--- src/hw/cpu_types_pkg.sv ---
// cpu_types_pkg: word, address-field and controller state types for the data cache
package cpu_types_pkg;

  // One data word or byte address
  typedef logic [31:0] word_t;

  // Index bits at the default size of 8 sets
  parameter int SET_BITS_DEF = 3;

  // Tag at the default index width, 32 - 3 - 3
  typedef logic [25:0] tag_t;

  // Address as the cache sees it
  typedef struct packed {
    tag_t                    tag;
    logic [SET_BITS_DEF-1:0] idx;
    logic                    blkoff;  // Word within the block
    logic [1:0]              bytoff;
  } dcachef_t;

  // Controller states
  typedef enum logic [3:0] {
    IDLE,        // Serve hits, detect misses and halt
    WB0,         // Victim word 0 to memory
    WB1,         // Victim word 1 to memory
    FILL0,       // Read miss, fetch word 0
    FILL1,       // Read miss, fetch word 1
    ALLOC,       // Write miss, claim the victim entry
    FILL_OTHER,  // Write miss, fetch the word not being stored
    FLUSH_SCAN,  // Walk all entries looking for dirty ones
    FLUSH_WB0,
    FLUSH_WB1,
    STAT_WRITE,  // Store hits minus misses
    FLUSHED
  } cache_state_t;

  // Where the hit/miss statistic ends up after a flush
  parameter word_t STAT_ADDR = 32'h0000_3100;

endpackage

--- src/hw/caches_if.sv ---
// caches_if: single-word memory port between the data cache and main memory
`timescale 1ns/10ps

interface caches_if import cpu_types_pkg::*; ();

  logic  dren;
  logic  dwen;
  word_t daddr;
  word_t dstore;
  word_t dload;
  logic  dwait;   // Access completes in the first cycle this is low

  modport dcache (
    output dren, dwen, daddr, dstore,
    input  dload, dwait
  );

  modport mem (
    input  dren, dwen, daddr, dstore,
    output dload, dwait
  );

endinterface

--- src/hw/datapath_cache_if.sv ---
// datapath_cache_if: request and response signals between the datapath and the data cache
`timescale 1ns/10ps

interface datapath_cache_if import cpu_types_pkg::*; ();

  // Requests, held until dhit
  logic  dmem_ren;
  logic  dmem_wen;
  word_t dmem_addr;
  word_t dmem_store;
  logic  halt;

  // Responses
  logic  dhit;        // One-cycle pulse
  word_t dmem_load;
  logic  flushed;     // Level, stays up until reset

  modport cache (
    input  dmem_ren, dmem_wen, dmem_addr, dmem_store, halt,
    output dhit, dmem_load, flushed
  );

  modport dp (
    output dmem_ren, dmem_wen, dmem_addr, dmem_store, halt,
    input  dhit, dmem_load, flushed
  );

endinterface

--- src/hw/dcache_array.sv ---
// dcache_array: two-way tag and data storage with hit compare, LRU bits and masked update
`timescale 1ns/10ps

interface cache_array_if import cpu_types_pkg::*; #(
  parameter int SET_BITS = SET_BITS_DEF
) ();
  localparam int TAG_BITS = 32 - SET_BITS - 3;

  logic [SET_BITS-1:0]      idx;       // Selected set

  // Both ways of the selected set
  logic [1:0]               rd_valid;
  logic [1:0]               rd_dirty;
  logic [1:0][TAG_BITS-1:0] rd_tag;
  word_t [1:0][1:0]         rd_data;   // [way][word]
  logic                     hit0;
  logic                     hit1;
  logic                     hit_way;
  logic                     lru;       // Way to evict next

  // Update port
  logic                     wr_en;
  logic                     wr_way;
  logic [TAG_BITS-1:0]      wr_tag;    // Also the tag compared for hits
  logic                     wr_valid;
  logic                     wr_dirty;
  word_t [1:0]              wr_data;
  logic [1:0]               wr_mask;   // Which data words get written
  logic                     lru_wr;
  logic                     lru_val;

  modport ctrl (
    output idx, wr_en, wr_way, wr_tag, wr_valid, wr_dirty, wr_data, wr_mask,
    output lru_wr, lru_val,
    input  rd_valid, rd_dirty, rd_tag, rd_data, hit0, hit1, hit_way, lru
  );

  modport array (
    input  idx, wr_en, wr_way, wr_tag, wr_valid, wr_dirty, wr_data, wr_mask,
    input  lru_wr, lru_val,
    output rd_valid, rd_dirty, rd_tag, rd_data, hit0, hit1, hit_way, lru
  );
endinterface

module dcache_array import cpu_types_pkg::*; #(
  parameter int SET_BITS = SET_BITS_DEF
) (
  input logic         CLK,
  input logic         nRST,
  cache_array_if.array arr
);
  localparam int SETS     = 1 << SET_BITS;
  localparam int TAG_BITS = 32 - SET_BITS - 3;

  logic [TAG_BITS-1:0] tag_mem  [2][SETS];
  word_t               data_mem [2][SETS][2];
  logic [1:0][SETS-1:0] valid_q;
  logic [1:0][SETS-1:0] dirty_q;
  logic [SETS-1:0]      lru_q;

  // Combinational read of both ways
  always_comb
  begin
    for (int w = 0; w < 2; w++)
    begin
      arr.rd_valid[w]   = valid_q[w][arr.idx];
      arr.rd_dirty[w]   = dirty_q[w][arr.idx];
      arr.rd_tag[w]     = tag_mem[w][arr.idx];
      arr.rd_data[w][0] = data_mem[w][arr.idx][0];
      arr.rd_data[w][1] = data_mem[w][arr.idx][1];
    end
  end

  assign arr.hit0    = arr.rd_valid[0] && (arr.rd_tag[0] == arr.wr_tag);
  assign arr.hit1    = arr.rd_valid[1] && (arr.rd_tag[1] == arr.wr_tag);
  assign arr.hit_way = arr.hit1;  // Way 0 unless way 1 hits
  assign arr.lru     = lru_q[arr.idx];

  // Entry state and LRU
  always_ff @(posedge CLK, negedge nRST)
  begin
    if (!nRST)
    begin
      valid_q <= '0;
      dirty_q <= '0;
      lru_q   <= '0;
    end
    else
    begin
      if (arr.wr_en)
      begin
        valid_q[arr.wr_way][arr.idx] <= arr.wr_valid;
        dirty_q[arr.wr_way][arr.idx] <= arr.wr_dirty;
      end
      if (arr.lru_wr)
        lru_q[arr.idx] <= arr.lru_val;
    end
  end

  // Tags and data
  always_ff @(posedge CLK)
  begin
    if (arr.wr_en)
    begin
      tag_mem[arr.wr_way][arr.idx] <= arr.wr_tag;
      if (arr.wr_mask[0])
        data_mem[arr.wr_way][arr.idx][0] <= arr.wr_data[0];
      if (arr.wr_mask[1])
        data_mem[arr.wr_way][arr.idx][1] <= arr.wr_data[1];
    end
  end

endmodule

--- src/hw/caches.sv ---
// caches: data cache top level joining the controller and its storage array
`timescale 1ns/10ps

module caches import cpu_types_pkg::*; #(
  parameter int SET_BITS = SET_BITS_DEF
) (
  input  logic  CLK,
  input  logic  nRST,
  // Datapath side
  input  logic  dmem_ren,
  input  logic  dmem_wen,
  input  word_t dmem_addr,
  input  word_t dmem_store,
  input  logic  halt,
  output logic  dhit,
  output word_t dmem_load,
  output logic  flushed,
  // Memory side
  input  word_t ram_load,
  input  logic  ram_wait,
  output word_t ram_addr,
  output word_t ram_store,
  output logic  ram_ren,
  output logic  ram_wen
);

  datapath_cache_if dcif ();
  caches_if         cif ();
  cache_array_if #(.SET_BITS(SET_BITS)) arr_if ();

  assign dcif.dmem_ren   = dmem_ren;
  assign dcif.dmem_wen   = dmem_wen;
  assign dcif.dmem_addr  = dmem_addr;
  assign dcif.dmem_store = dmem_store;
  assign dcif.halt       = halt;
  assign dhit            = dcif.dhit;
  assign dmem_load       = dcif.dmem_load;
  assign flushed         = dcif.flushed;

  // Single cache, so the memory port goes straight out
  assign cif.dload = ram_load;
  assign cif.dwait = ram_wait;
  assign ram_addr  = cif.daddr;
  assign ram_store = cif.dstore;
  assign ram_ren   = cif.dren;
  assign ram_wen   = cif.dwen;

  dcache #(.SET_BITS(SET_BITS)) dcache_i (
    .CLK  (CLK),
    .nRST (nRST),
    .dcif (dcif.cache),
    .cif  (cif.dcache),
    .arr  (arr_if.ctrl)
  );

  dcache_array #(.SET_BITS(SET_BITS)) array_i (
    .CLK  (CLK),
    .nRST (nRST),
    .arr  (arr_if.array)
  );

endmodule

--- src/hw/dcache.sv ---
// dcache: data cache controller for hits, fills, write-backs, flush and hit/miss statistic
`timescale 1ns/10ps

module dcache import cpu_types_pkg::*; #(
  parameter int SET_BITS = SET_BITS_DEF
) (
  input logic             CLK,
  input logic             nRST,
  datapath_cache_if.cache dcif,
  caches_if.dcache        cif,
  cache_array_if.ctrl     arr
);
  localparam int TAG_BITS = 32 - SET_BITS - 3;

  cache_state_t        state, state_nxt;
  dcachef_t            query;
  logic [TAG_BITS-1:0] q_tag;
  logic [SET_BITS-1:0] q_idx;
  logic                hit;
  logic                victim;
  logic                flushing;
  logic                wb_way;
  logic                word_sel;
  word_t               wb_addr;
  logic [SET_BITS+1:0] flush_idx, flush_idx_nxt;  // {done, way, set}
  logic                flush_way;
  logic                flush_done;
  logic                retry, retry_nxt;          // Request already counted as a miss
  logic                hit_inc;
  logic                miss_inc;
  word_t               hit_cnt, miss_cnt;

  // Address fields; tag and index width follow SET_BITS
  assign query = dcachef_t'(dcif.dmem_addr);
  assign q_tag = dcif.dmem_addr[31:SET_BITS+3];
  assign q_idx = dcif.dmem_addr[SET_BITS+2:3];

  assign flush_way  = flush_idx[SET_BITS];
  assign flush_done = flush_idx[SET_BITS+1];
  assign flushing   = state inside {FLUSH_SCAN, FLUSH_WB0, FLUSH_WB1};

  assign hit    = arr.hit0 | arr.hit1;
  assign victim = arr.lru;

  // Second word of a write-back or fill
  assign word_sel = state inside {WB1, FLUSH_WB1, FILL1};
  assign wb_way   = flushing ? flush_way : victim;
  assign wb_addr  = {arr.rd_tag[wb_way], arr.idx, word_sel, 2'b00};

  assign arr.idx    = flushing ? flush_idx[SET_BITS-1:0] : q_idx;
  assign arr.wr_tag = q_tag;

  assign dcif.dmem_load = arr.rd_data[arr.hit_way][query.blkoff];

  always_ff @(posedge CLK, negedge nRST)
  begin
    if (!nRST)
    begin
      state     <= IDLE;
      flush_idx <= '0;
      retry     <= 1'b0;
      hit_cnt   <= '0;
      miss_cnt  <= '0;
    end
    else
    begin
      state     <= state_nxt;
      flush_idx <= flush_idx_nxt;
      retry     <= retry_nxt;
      if (!dcif.halt)  // Statistic frozen once the program is done
      begin
        if (hit_inc)
          hit_cnt <= hit_cnt + 1;
        if (miss_inc)
          miss_cnt <= miss_cnt + 1;
      end
    end
  end

  always_comb
  begin
    state_nxt     = state;
    flush_idx_nxt = flush_idx;
    retry_nxt     = retry;
    hit_inc       = 1'b0;
    miss_inc      = 1'b0;

    dcif.dhit    = 1'b0;
    dcif.flushed = 1'b0;
    cif.dren     = 1'b0;
    cif.dwen     = 1'b0;
    cif.daddr    = '0;
    cif.dstore   = '0;

    arr.wr_en    = 1'b0;
    arr.wr_way   = victim;       // Fills always go to the LRU way
    arr.wr_valid = 1'b1;
    arr.wr_dirty = 1'b0;
    arr.wr_data  = {2{cif.dload}};
    arr.wr_mask  = 2'b00;
    arr.lru_wr   = 1'b0;
    arr.lru_val  = ~arr.hit_way; // Other way becomes LRU

    case (state)
      IDLE:
      begin
        if (dcif.dmem_ren || dcif.dmem_wen)
        begin
          if (hit)
          begin
            dcif.dhit  = 1'b1;
            arr.lru_wr = 1'b1;
            hit_inc    = !retry;
            retry_nxt  = 1'b0;
            if (!dcif.dmem_ren)  // Store hit
            begin
              arr.wr_en    = 1'b1;
              arr.wr_way   = arr.hit_way;
              arr.wr_dirty = 1'b1;
              arr.wr_data  = {2{dcif.dmem_store}};
              arr.wr_mask  = query.blkoff ? 2'b10 : 2'b01;
            end
          end
          else
          begin
            miss_inc  = 1'b1;
            retry_nxt = 1'b1;
            if (arr.rd_dirty[victim])
              state_nxt = WB0;
            else if (dcif.dmem_ren)
              state_nxt = FILL0;
            else
              state_nxt = ALLOC;
          end
        end
        else if (dcif.halt)
          state_nxt = FLUSH_SCAN;
      end

      // Victim and flush write-backs share the same port behaviour
      WB0, WB1, FLUSH_WB0, FLUSH_WB1:
      begin
        cif.dwen   = 1'b1;
        cif.daddr  = wb_addr;
        cif.dstore = arr.rd_data[wb_way][word_sel];
        if (!cif.dwait)
        begin
          case (state)
            WB0:       state_nxt = WB1;
            WB1:       state_nxt = dcif.dmem_ren ? FILL0 : ALLOC;
            FLUSH_WB0: state_nxt = FLUSH_WB1;
            default:
            begin
              flush_idx_nxt = flush_idx + 1'b1;
              state_nxt     = FLUSH_SCAN;
            end
          endcase
        end
      end

      FILL0, FILL1:
      begin
        cif.dren  = 1'b1;
        cif.daddr = {q_tag, q_idx, word_sel, 2'b00};
        if (!cif.dwait)
        begin
          arr.wr_en    = 1'b1;
          arr.wr_valid = word_sel;  // Entry valid once both words are in
          arr.wr_mask  = word_sel ? 2'b10 : 2'b01;
          state_nxt    = word_sel ? IDLE : FILL1;
        end
      end

      ALLOC:
      begin
        arr.wr_en = 1'b1;  // New tag, data untouched
        state_nxt = FILL_OTHER;
      end

      FILL_OTHER:
      begin
        cif.dren  = 1'b1;
        cif.daddr = {q_tag, q_idx, ~query.blkoff, 2'b00};
        if (!cif.dwait)
        begin
          arr.wr_en   = 1'b1;
          arr.wr_mask = query.blkoff ? 2'b01 : 2'b10;
          state_nxt   = IDLE;  // Store lands on the hit in IDLE
        end
      end

      FLUSH_SCAN:
      begin
        if (flush_done)
          state_nxt = STAT_WRITE;
        else if (arr.rd_dirty[flush_way])
          state_nxt = FLUSH_WB0;
        else
          flush_idx_nxt = flush_idx + 1'b1;
      end

      STAT_WRITE:
      begin
        cif.dwen   = 1'b1;
        cif.daddr  = STAT_ADDR;
        cif.dstore = hit_cnt - miss_cnt;
        if (!cif.dwait)
          state_nxt = FLUSHED;
      end

      FLUSHED:
        dcif.flushed = 1'b1;

      default:
        state_nxt = IDLE;
    endcase
  end

endmodule

--- config.mk ---
export PLATFORM = sky130hd
export DESIGN_NAME = caches
export DESIGN_NICKNAME = d
export VERILOG_FILES = /design/src/hw/cpu_types_pkg.sv /design/src/hw/caches_if.sv /design/src/hw/datapath_cache_if.sv /design/src/hw/dcache_array.sv /design/src/hw/caches.sv /design/src/hw/dcache.sv
export SDC_FILE = /design/constraint.sdc
export NUM_CORES = 2
export LEC_CHECK = 0
export BUFFER_PORTS_ARGS = -buffer_cell sky130_fd_sc_hd__buf_2
export CAP_MARGIN = 20
export CORE_MARGIN = 4
export CORE_UTILIZATION = 23
export CTS_CLUSTER_SIZE = 30
export DETAILED_ROUTE_END_ITERATION = 8
export PLACE_DENSITY = 0.41
export SLEW_MARGIN = 10
export SYNTH_ARGS = -nofsm -noshare
export SYNTH_HDL_FRONTEND = slang
export SYNTH_HIERARCHICAL = 1
export SYNTH_SLANG_ARGS = --single-unit
export TNS_END_PERCENT = 30
--- constraint.sdc ---
create_clock -name CLK -period 19.2 [get_ports CLK]
set_input_delay 0 -clock CLK [delete_from_list [all_inputs] [get_ports CLK]]
set_output_delay 0 -clock CLK [all_outputs]
set_load 0.02 [all_outputs]
Word-level counts from Yosys, hierarchy flattened
Memory sizes are Yosys's and may differ from the RTL's.
Cells that the tools add are included.
{ "totals": {"ff_bits": 114, "mem_bits_rw": 1440, "input_bits": 102, "output_inout_bits": 100, "elab_cells": 1221, "mem_count": 2} }
{ "mem_list": {"columns": ["name", "words", "width", "rd", "rd_ports_with_merged_regs", "wr", "line_no", "rtl"], "rows": [
  ["array_i.data_mem", 2, 512, 2, 0, 1, "dcache_array.sv:56", "word_t data_mem [2][SETS][2];"],
  ["array_i.tag_mem", 2, 208, 2, 0, 1, "dcache_array.sv:55", "logic [TAG_BITS-1:0] tag_mem [2][SETS];"]
]} }
{ "classes": {"addsub": 4, "order_cmp": 12, "eq_ne": 23, "n_mux": 629, "bitwise": 518, "n_reduce_logical": 22} }
{ "op_table": {"columns": ["operator", "n"], "rows": [
  ["$mux W512", 2],
  ["$mux W64", 13],
  ["$mux W1", 551],
  ["$or A1 B1 Y1", 513],
  ["$bmux W64 S3", 2],
  ["$demux W64 S3", 2],
  ["$mux W208", 1],
  ["$mux W26", 7],
  ["$mux W32", 5],
  ["$bmux W26 S3", 2],
  ["$pmux W32 S4", 1],
  ["$demux W26 S3", 1],
  ["$add A32 B1 Y32 const B", 2],
  ["$pmux W32 S2", 1],
  ["$eq A26 B26 Y1", 2],
  ["$mux W4", 10],
  ["$bwmux W16", 2],
  ["$pmux W4 S8", 1],
  ["$sub A32 B32 Y32", 1],
  ["$mux W5", 4],
  ["$eq A4 B3 Y1 const B", 4],
  ["$eq A4 B4 Y1 const B", 4],
  ["$mux W2", 8],
  ["$bmux W1 S3", 5],
  ["37 further kinds", 64]
]} }

Logic depth before layout (Yosys ltp)
{ "logic_depth": {"ltp_word": 18, "mapped_depth": 26, "depth_no_buf": 18} }

Hierarchy
Netlist, hierarchy kept.
{ "modules_own_cells": {"columns": ["mod", "n_inst", "cells_each", "area_per_inst_um2", "seq_area_each_um2"], "rows": [
  ["dcache_array", 1, 3236, 58675.0, 44242.4],
  ["dcache", 1, 1152, 9207.6, 1851.8]
]} }

Worst setup path after synthesis
OpenSTA, ideal clock, no wires.
{ "synth_timing": {"kind": "flip-flop to flip-flop", "startpoint": "reg dcache_i.state[2]", "endpoint": "mem array_i/data_mem[1][0] (netlist bit) (enable)", "setup_ns": 0.392, "arrival_time_ns": 7.065, "required_time_ns": 18.808, "slack_ns": 11.743, "path_stages_with_launch": 23, "path_buffers": 8, "period_less_slack_ns": 7.457, "cell_sequence": "dfrtp_1 -> clkbuf_1 -> clkbuf_1 -> or3_1 -> o21ai_0 -> a21oi_1 -> buf_4 -> buf_2 -> buf_2 -> clkbuf_1 -> nor2_1 -> a221oi_1 -> xnor2_1 -> nand4_1 -> nor4_1 -> nor2_1 -> or4b_2 -> clkbuf_1 -> clkbuf_1 -> o21ai_0 -> nand2_1 -> nor2_1 -> and2_1"} }
{ "synth_lines": {"columns": ["item", "line_no", "rtl"], "rows": [
  ["from (decl)", "dcache.sv:15", "cache_state_t state, state_nxt;"],
  ["from (signal assigned)", "dcache.sv:67", "state <= state_nxt;"],
  ["to (decl)", "dcache_array.sv:56", null]
]} }

==> summary.md <==
| Metric | Value |
|---|---|
| Fillers | 29,900 |
| Post-Syn Area | 67,900 um^2 |
| Fin. max-slew vios | 0 |
| CP Cell Sequence | buf_4, nand2b_1, o21ai_0, o22ai_1, a21oi_4, buf_4, buf_4, buf_4, and3b_4, buf_4, a22o_1, a211o_1, xor2_1, nor4_1, nand2_1, nor4_2, nor2_1, or4b_4, clkinv_2, a22o_1, nand2_1, nor2_4, buf_4, mux2_2 |
| Failing checks | hold timing |
| Synth Warn # | 6 |
| Num rows | between 150 and 200 |
| Worst EP required | 19.75 ns |
| Share of Yosys cell area claimed by the top area cell type | between 60% and 70% |
| F_max | about 85 MHz |
| Placed Area | about 74,000 um^2 |
| Synth area leader | edfxtp_1 |
| Largest net degree at the start of global routing | roughly 100 |
| Crit Path Category | reg -> reg |
| Worst Setup End Kind | flip-flop |
| Final nets | a little under 5,000 |
| Final Hold Fails | 9 |
| Slowest stage delay, CP | 0.92 ns |
| Crit start category | flip-flop |
| Starting Density | between 20% and 30% |
| Syn-to-layout area delta | 18.5% |
| Total GRT Usage | 16.5% |
| Layout Cells excl Fill | slightly below 9,000 |
| TritonCTS clock tree | built |
| # placed instances | roughly 8,300 |
| Share of post-route cells with drive strength above 1 | 24.4% |
| Drt first pass iters | 8 |
| Buffers on Ports | between 150 and 200 |
| FF+latch area | approximately 46,000 um^2 |
| Total number of vias | 42,200 |
| CP max FO | 40 |
| Slew Limit Headroom | between 10 and 15% |
| Leakage | ~27 nW |
| Die Ht | 551 um |
| Post-synthesis sequential area ratio | 67.9% |
| Worst hold slack | -0.0108 ns |
| Later-pin clock latency in the skew report | around 0.84 ns |
| RSZ-0062 raised after global routing | false |
| Fin crit share | between 60 and 70% |
| First DRT Iteration DRCs | roughly 4,400 |
| Width of the chip | 551 um |
| Worst-margin pin slew | ~1.3 ns |
| Setup Viol. Count Final | 0 |
| Post-DR wirelength/cell | a little under 30 um |
| Post-route cell area | ~80,000 um^2 |
| Worst Skew | 0.0486 ns |
| Worst VDD drop | between 0.08 and 0.09 mV |
| Total wire length | 259 mm |
| Setup_tns | 0 ns |
| Most used cell, CP | buf_4 |
| Mean Syn Cell Area | about 15 um^2 |
| Synth Instances | between 4,000 and 5,000 |
| CORE AREA | 294,000 um^2 |
| Initial antenna violation count | 24 |
| Netlist cell types | 89 |
| Post-detail-place hpwl | approximately 150 mm |
| Worst-path clk slew | ~0.060 ns |
| Clk sinks | 1,554 |
| EDFF count, synth | 1,440 |
| Synth top area cells | edfxtp_1, mux2_2, dfrtp_1 |
| Minimum clock period | around 12 ns |
| Number of global-route vias before repair | 41,700 |
| Area occupied by multi-input gates | 20,300 um^2 |
| Post-cts resize count | 0 |
| Clk root buf | clkbuf_16 |
| Yosys reg bits | between 1,500 and 2,000 |
| Worst Hold Class | in -> reg |
| Primary FF master, synth | edfxtp_1 |
| DRT antenna net count | 0 |
| Reg-to-reg slack, setup | ~7.4 ns |
| Clock Tree Buf Depth | 3 |
| PD cells | about 140 nW/um^2 |
| Status | complete, but fails checks |
| Synth async-reset ratio | approximately 7.3% |
| Arrival time at the worst endpoint | approximately 12 ns |
| RePlAce Congestion | ~0.78 |
| GRT overflow | 0 |
| First-pass GRT wire length | around 350 mm |
| CTS Buf Count | between 150 and 200 |
| Number of remaining DRC errors | 0 |
| CP max stage cell | or4b_4 |
| Max-Cap Viols | 0 |
| DR vias/cell | between 4 and 5 |
| I/O pin total | about 200 |
| Die ar. | just over 300,000 um^2 |
| H-Tree Depth | 4 |
worst max-delay path, delay by kind of cell, from the launching register on:
| family | cells | cell delay, ns |
|---|---|---|
| buffers and inverters | 7 | 4.28 |
| and+or+nand+nor | 9 | 4.05 |
| AOI/OAI and AO/OA | 6 | 1.99 |
| muxes | 1 | 0.43 |
| DFF | 1 | 0.36 |
| xor gates and xnor gates | 1 | 0.14 |
cells by family (layout without fill, tap and decap cells):
kind of cell,after synthesis,in the layout,synth area share [%]
compound gates,849,849,8.92
fa+ha+maj,35,35,0.656
buf+inv,387,821,2.78
xor+xnor,138,138,1.79
flops,1554,1554,67.9
simple gates,708,708,5.01
other cells,1,6,0.00552
mux,716,716,12.9
power breakdown:
part           internal [mW]  total (mW)  switching (mW)
Sequential              3.79        3.81          0.0253
Clock                   1.89        3.34            1.46
Combinational           1.34        4.44            3.10
per-layer routing:
| layer | track usage [%] | vias to the layer above | wire [um] |
|---|---|---|---|
| li1 | - | 18000 | - |
| met1 | 24.0 | 22400 | 121000 |
| met2 | 25.8 | 1495 | 116000 |
| met3 | 3.01 | 287 | 16300 |
| met4 | 3.46 | 2 | 5290 |
| met5 | 0 | - | 13 |
layout by cell type (no fill, tap or decap), drive strengths merged, types with 56 or more instances in the layout:
master       instances
a21oi              120
a221oi             124
a22oi              187
buf                364
clkbuf             217
clkinv              80
dfrtp              114
dlygate4sd3         86
edfxtp            1440
inv                 56
mux2               368
mux2i              258
mux4                90
nand2              303
nor2               149
o21ai              146
xnor2               87
path summary, 6_finish.rpt:
check | from | endpoint | cells after the start
max | dcache_i/state[2] | array_i/data_mem[0][143] | 24
min | dmem_store[12] | array_i/data_mem[0][492] | 3
max reg2reg | dcache_i/state[2] | array_i/data_mem[0][143] | 24
min reg2reg | dcache_i/miss_cnt[27] | dcache_i/miss_cnt[27] | 1
max in group asynchronous | nRST | dcache_i/hit_cnt[7] | 4
min in group asynchronous | nRST | dcache_i/hit_cnt[30] | 4
what timing repair did:
| action | CTS | global route |
|---|---|---|
| hold buffers | 60 | 27 |
| hold endpoints to repair | 758 | 251 |
| buffers inserted | 0 | 0 |
cells in the mapped netlist, types with 44 or more instances:
master and instances:
a21oi_1 120, a221oi_1 124, a22o_1 44, a22oi_1 187
buf_2 90, buf_4 70, clkbuf_1 145, dfrtp_1 114
edfxtp_1 1440, inv_1 49, mux2_2 365, mux2i_1 258
mux4_2 86, nand2_1 303, nand4_1 53, nor2_1 146
o21ai_0 145, o22ai_1 54, xnor2_1 86, xor2_1 51
flip-flops by register name, indices dropped and copies added (netlist names):
signal              count
array_i/data_mem     1024
array_i/dirty_q        16
array_i/lru_q           8
array_i/tag_mem       416
array_i/valid_q        16
dcache_i/flush_idx      5
dcache_i/hit_cnt       32
dcache_i/miss_cnt      32
dcache_i/retry          1
dcache_i/state          4
area by class of cell:
| type | count | share of cell area [%] |
|---|---|---|
| flip-flops and latches | 1554 | 57.3 |
| multi-input cells | 2448 | 25.2 |
| clock inverters | 102 | 1.21 |
| clock buffers | 217 | 5.73 |
| diodes | 4 | 0.0124 |
| well taps | 3919 | 6.10 |
| inverters | 52 | 0.247 |
| repair buffers | 450 | 4.15 |
through the flow:
step                setup WS (ns)  utilization (%)  total power, mW
floorplan                   11.74                -             6.28
global placement             7.40             25.1             8.29
detailed placement           7.36             25.1             8.30
CTS                          7.38             27.2             11.7
global route                 7.06             27.4             12.0
finish                       7.40             27.4             11.6
Note: power is estimated with default switching activity, not from simulation.
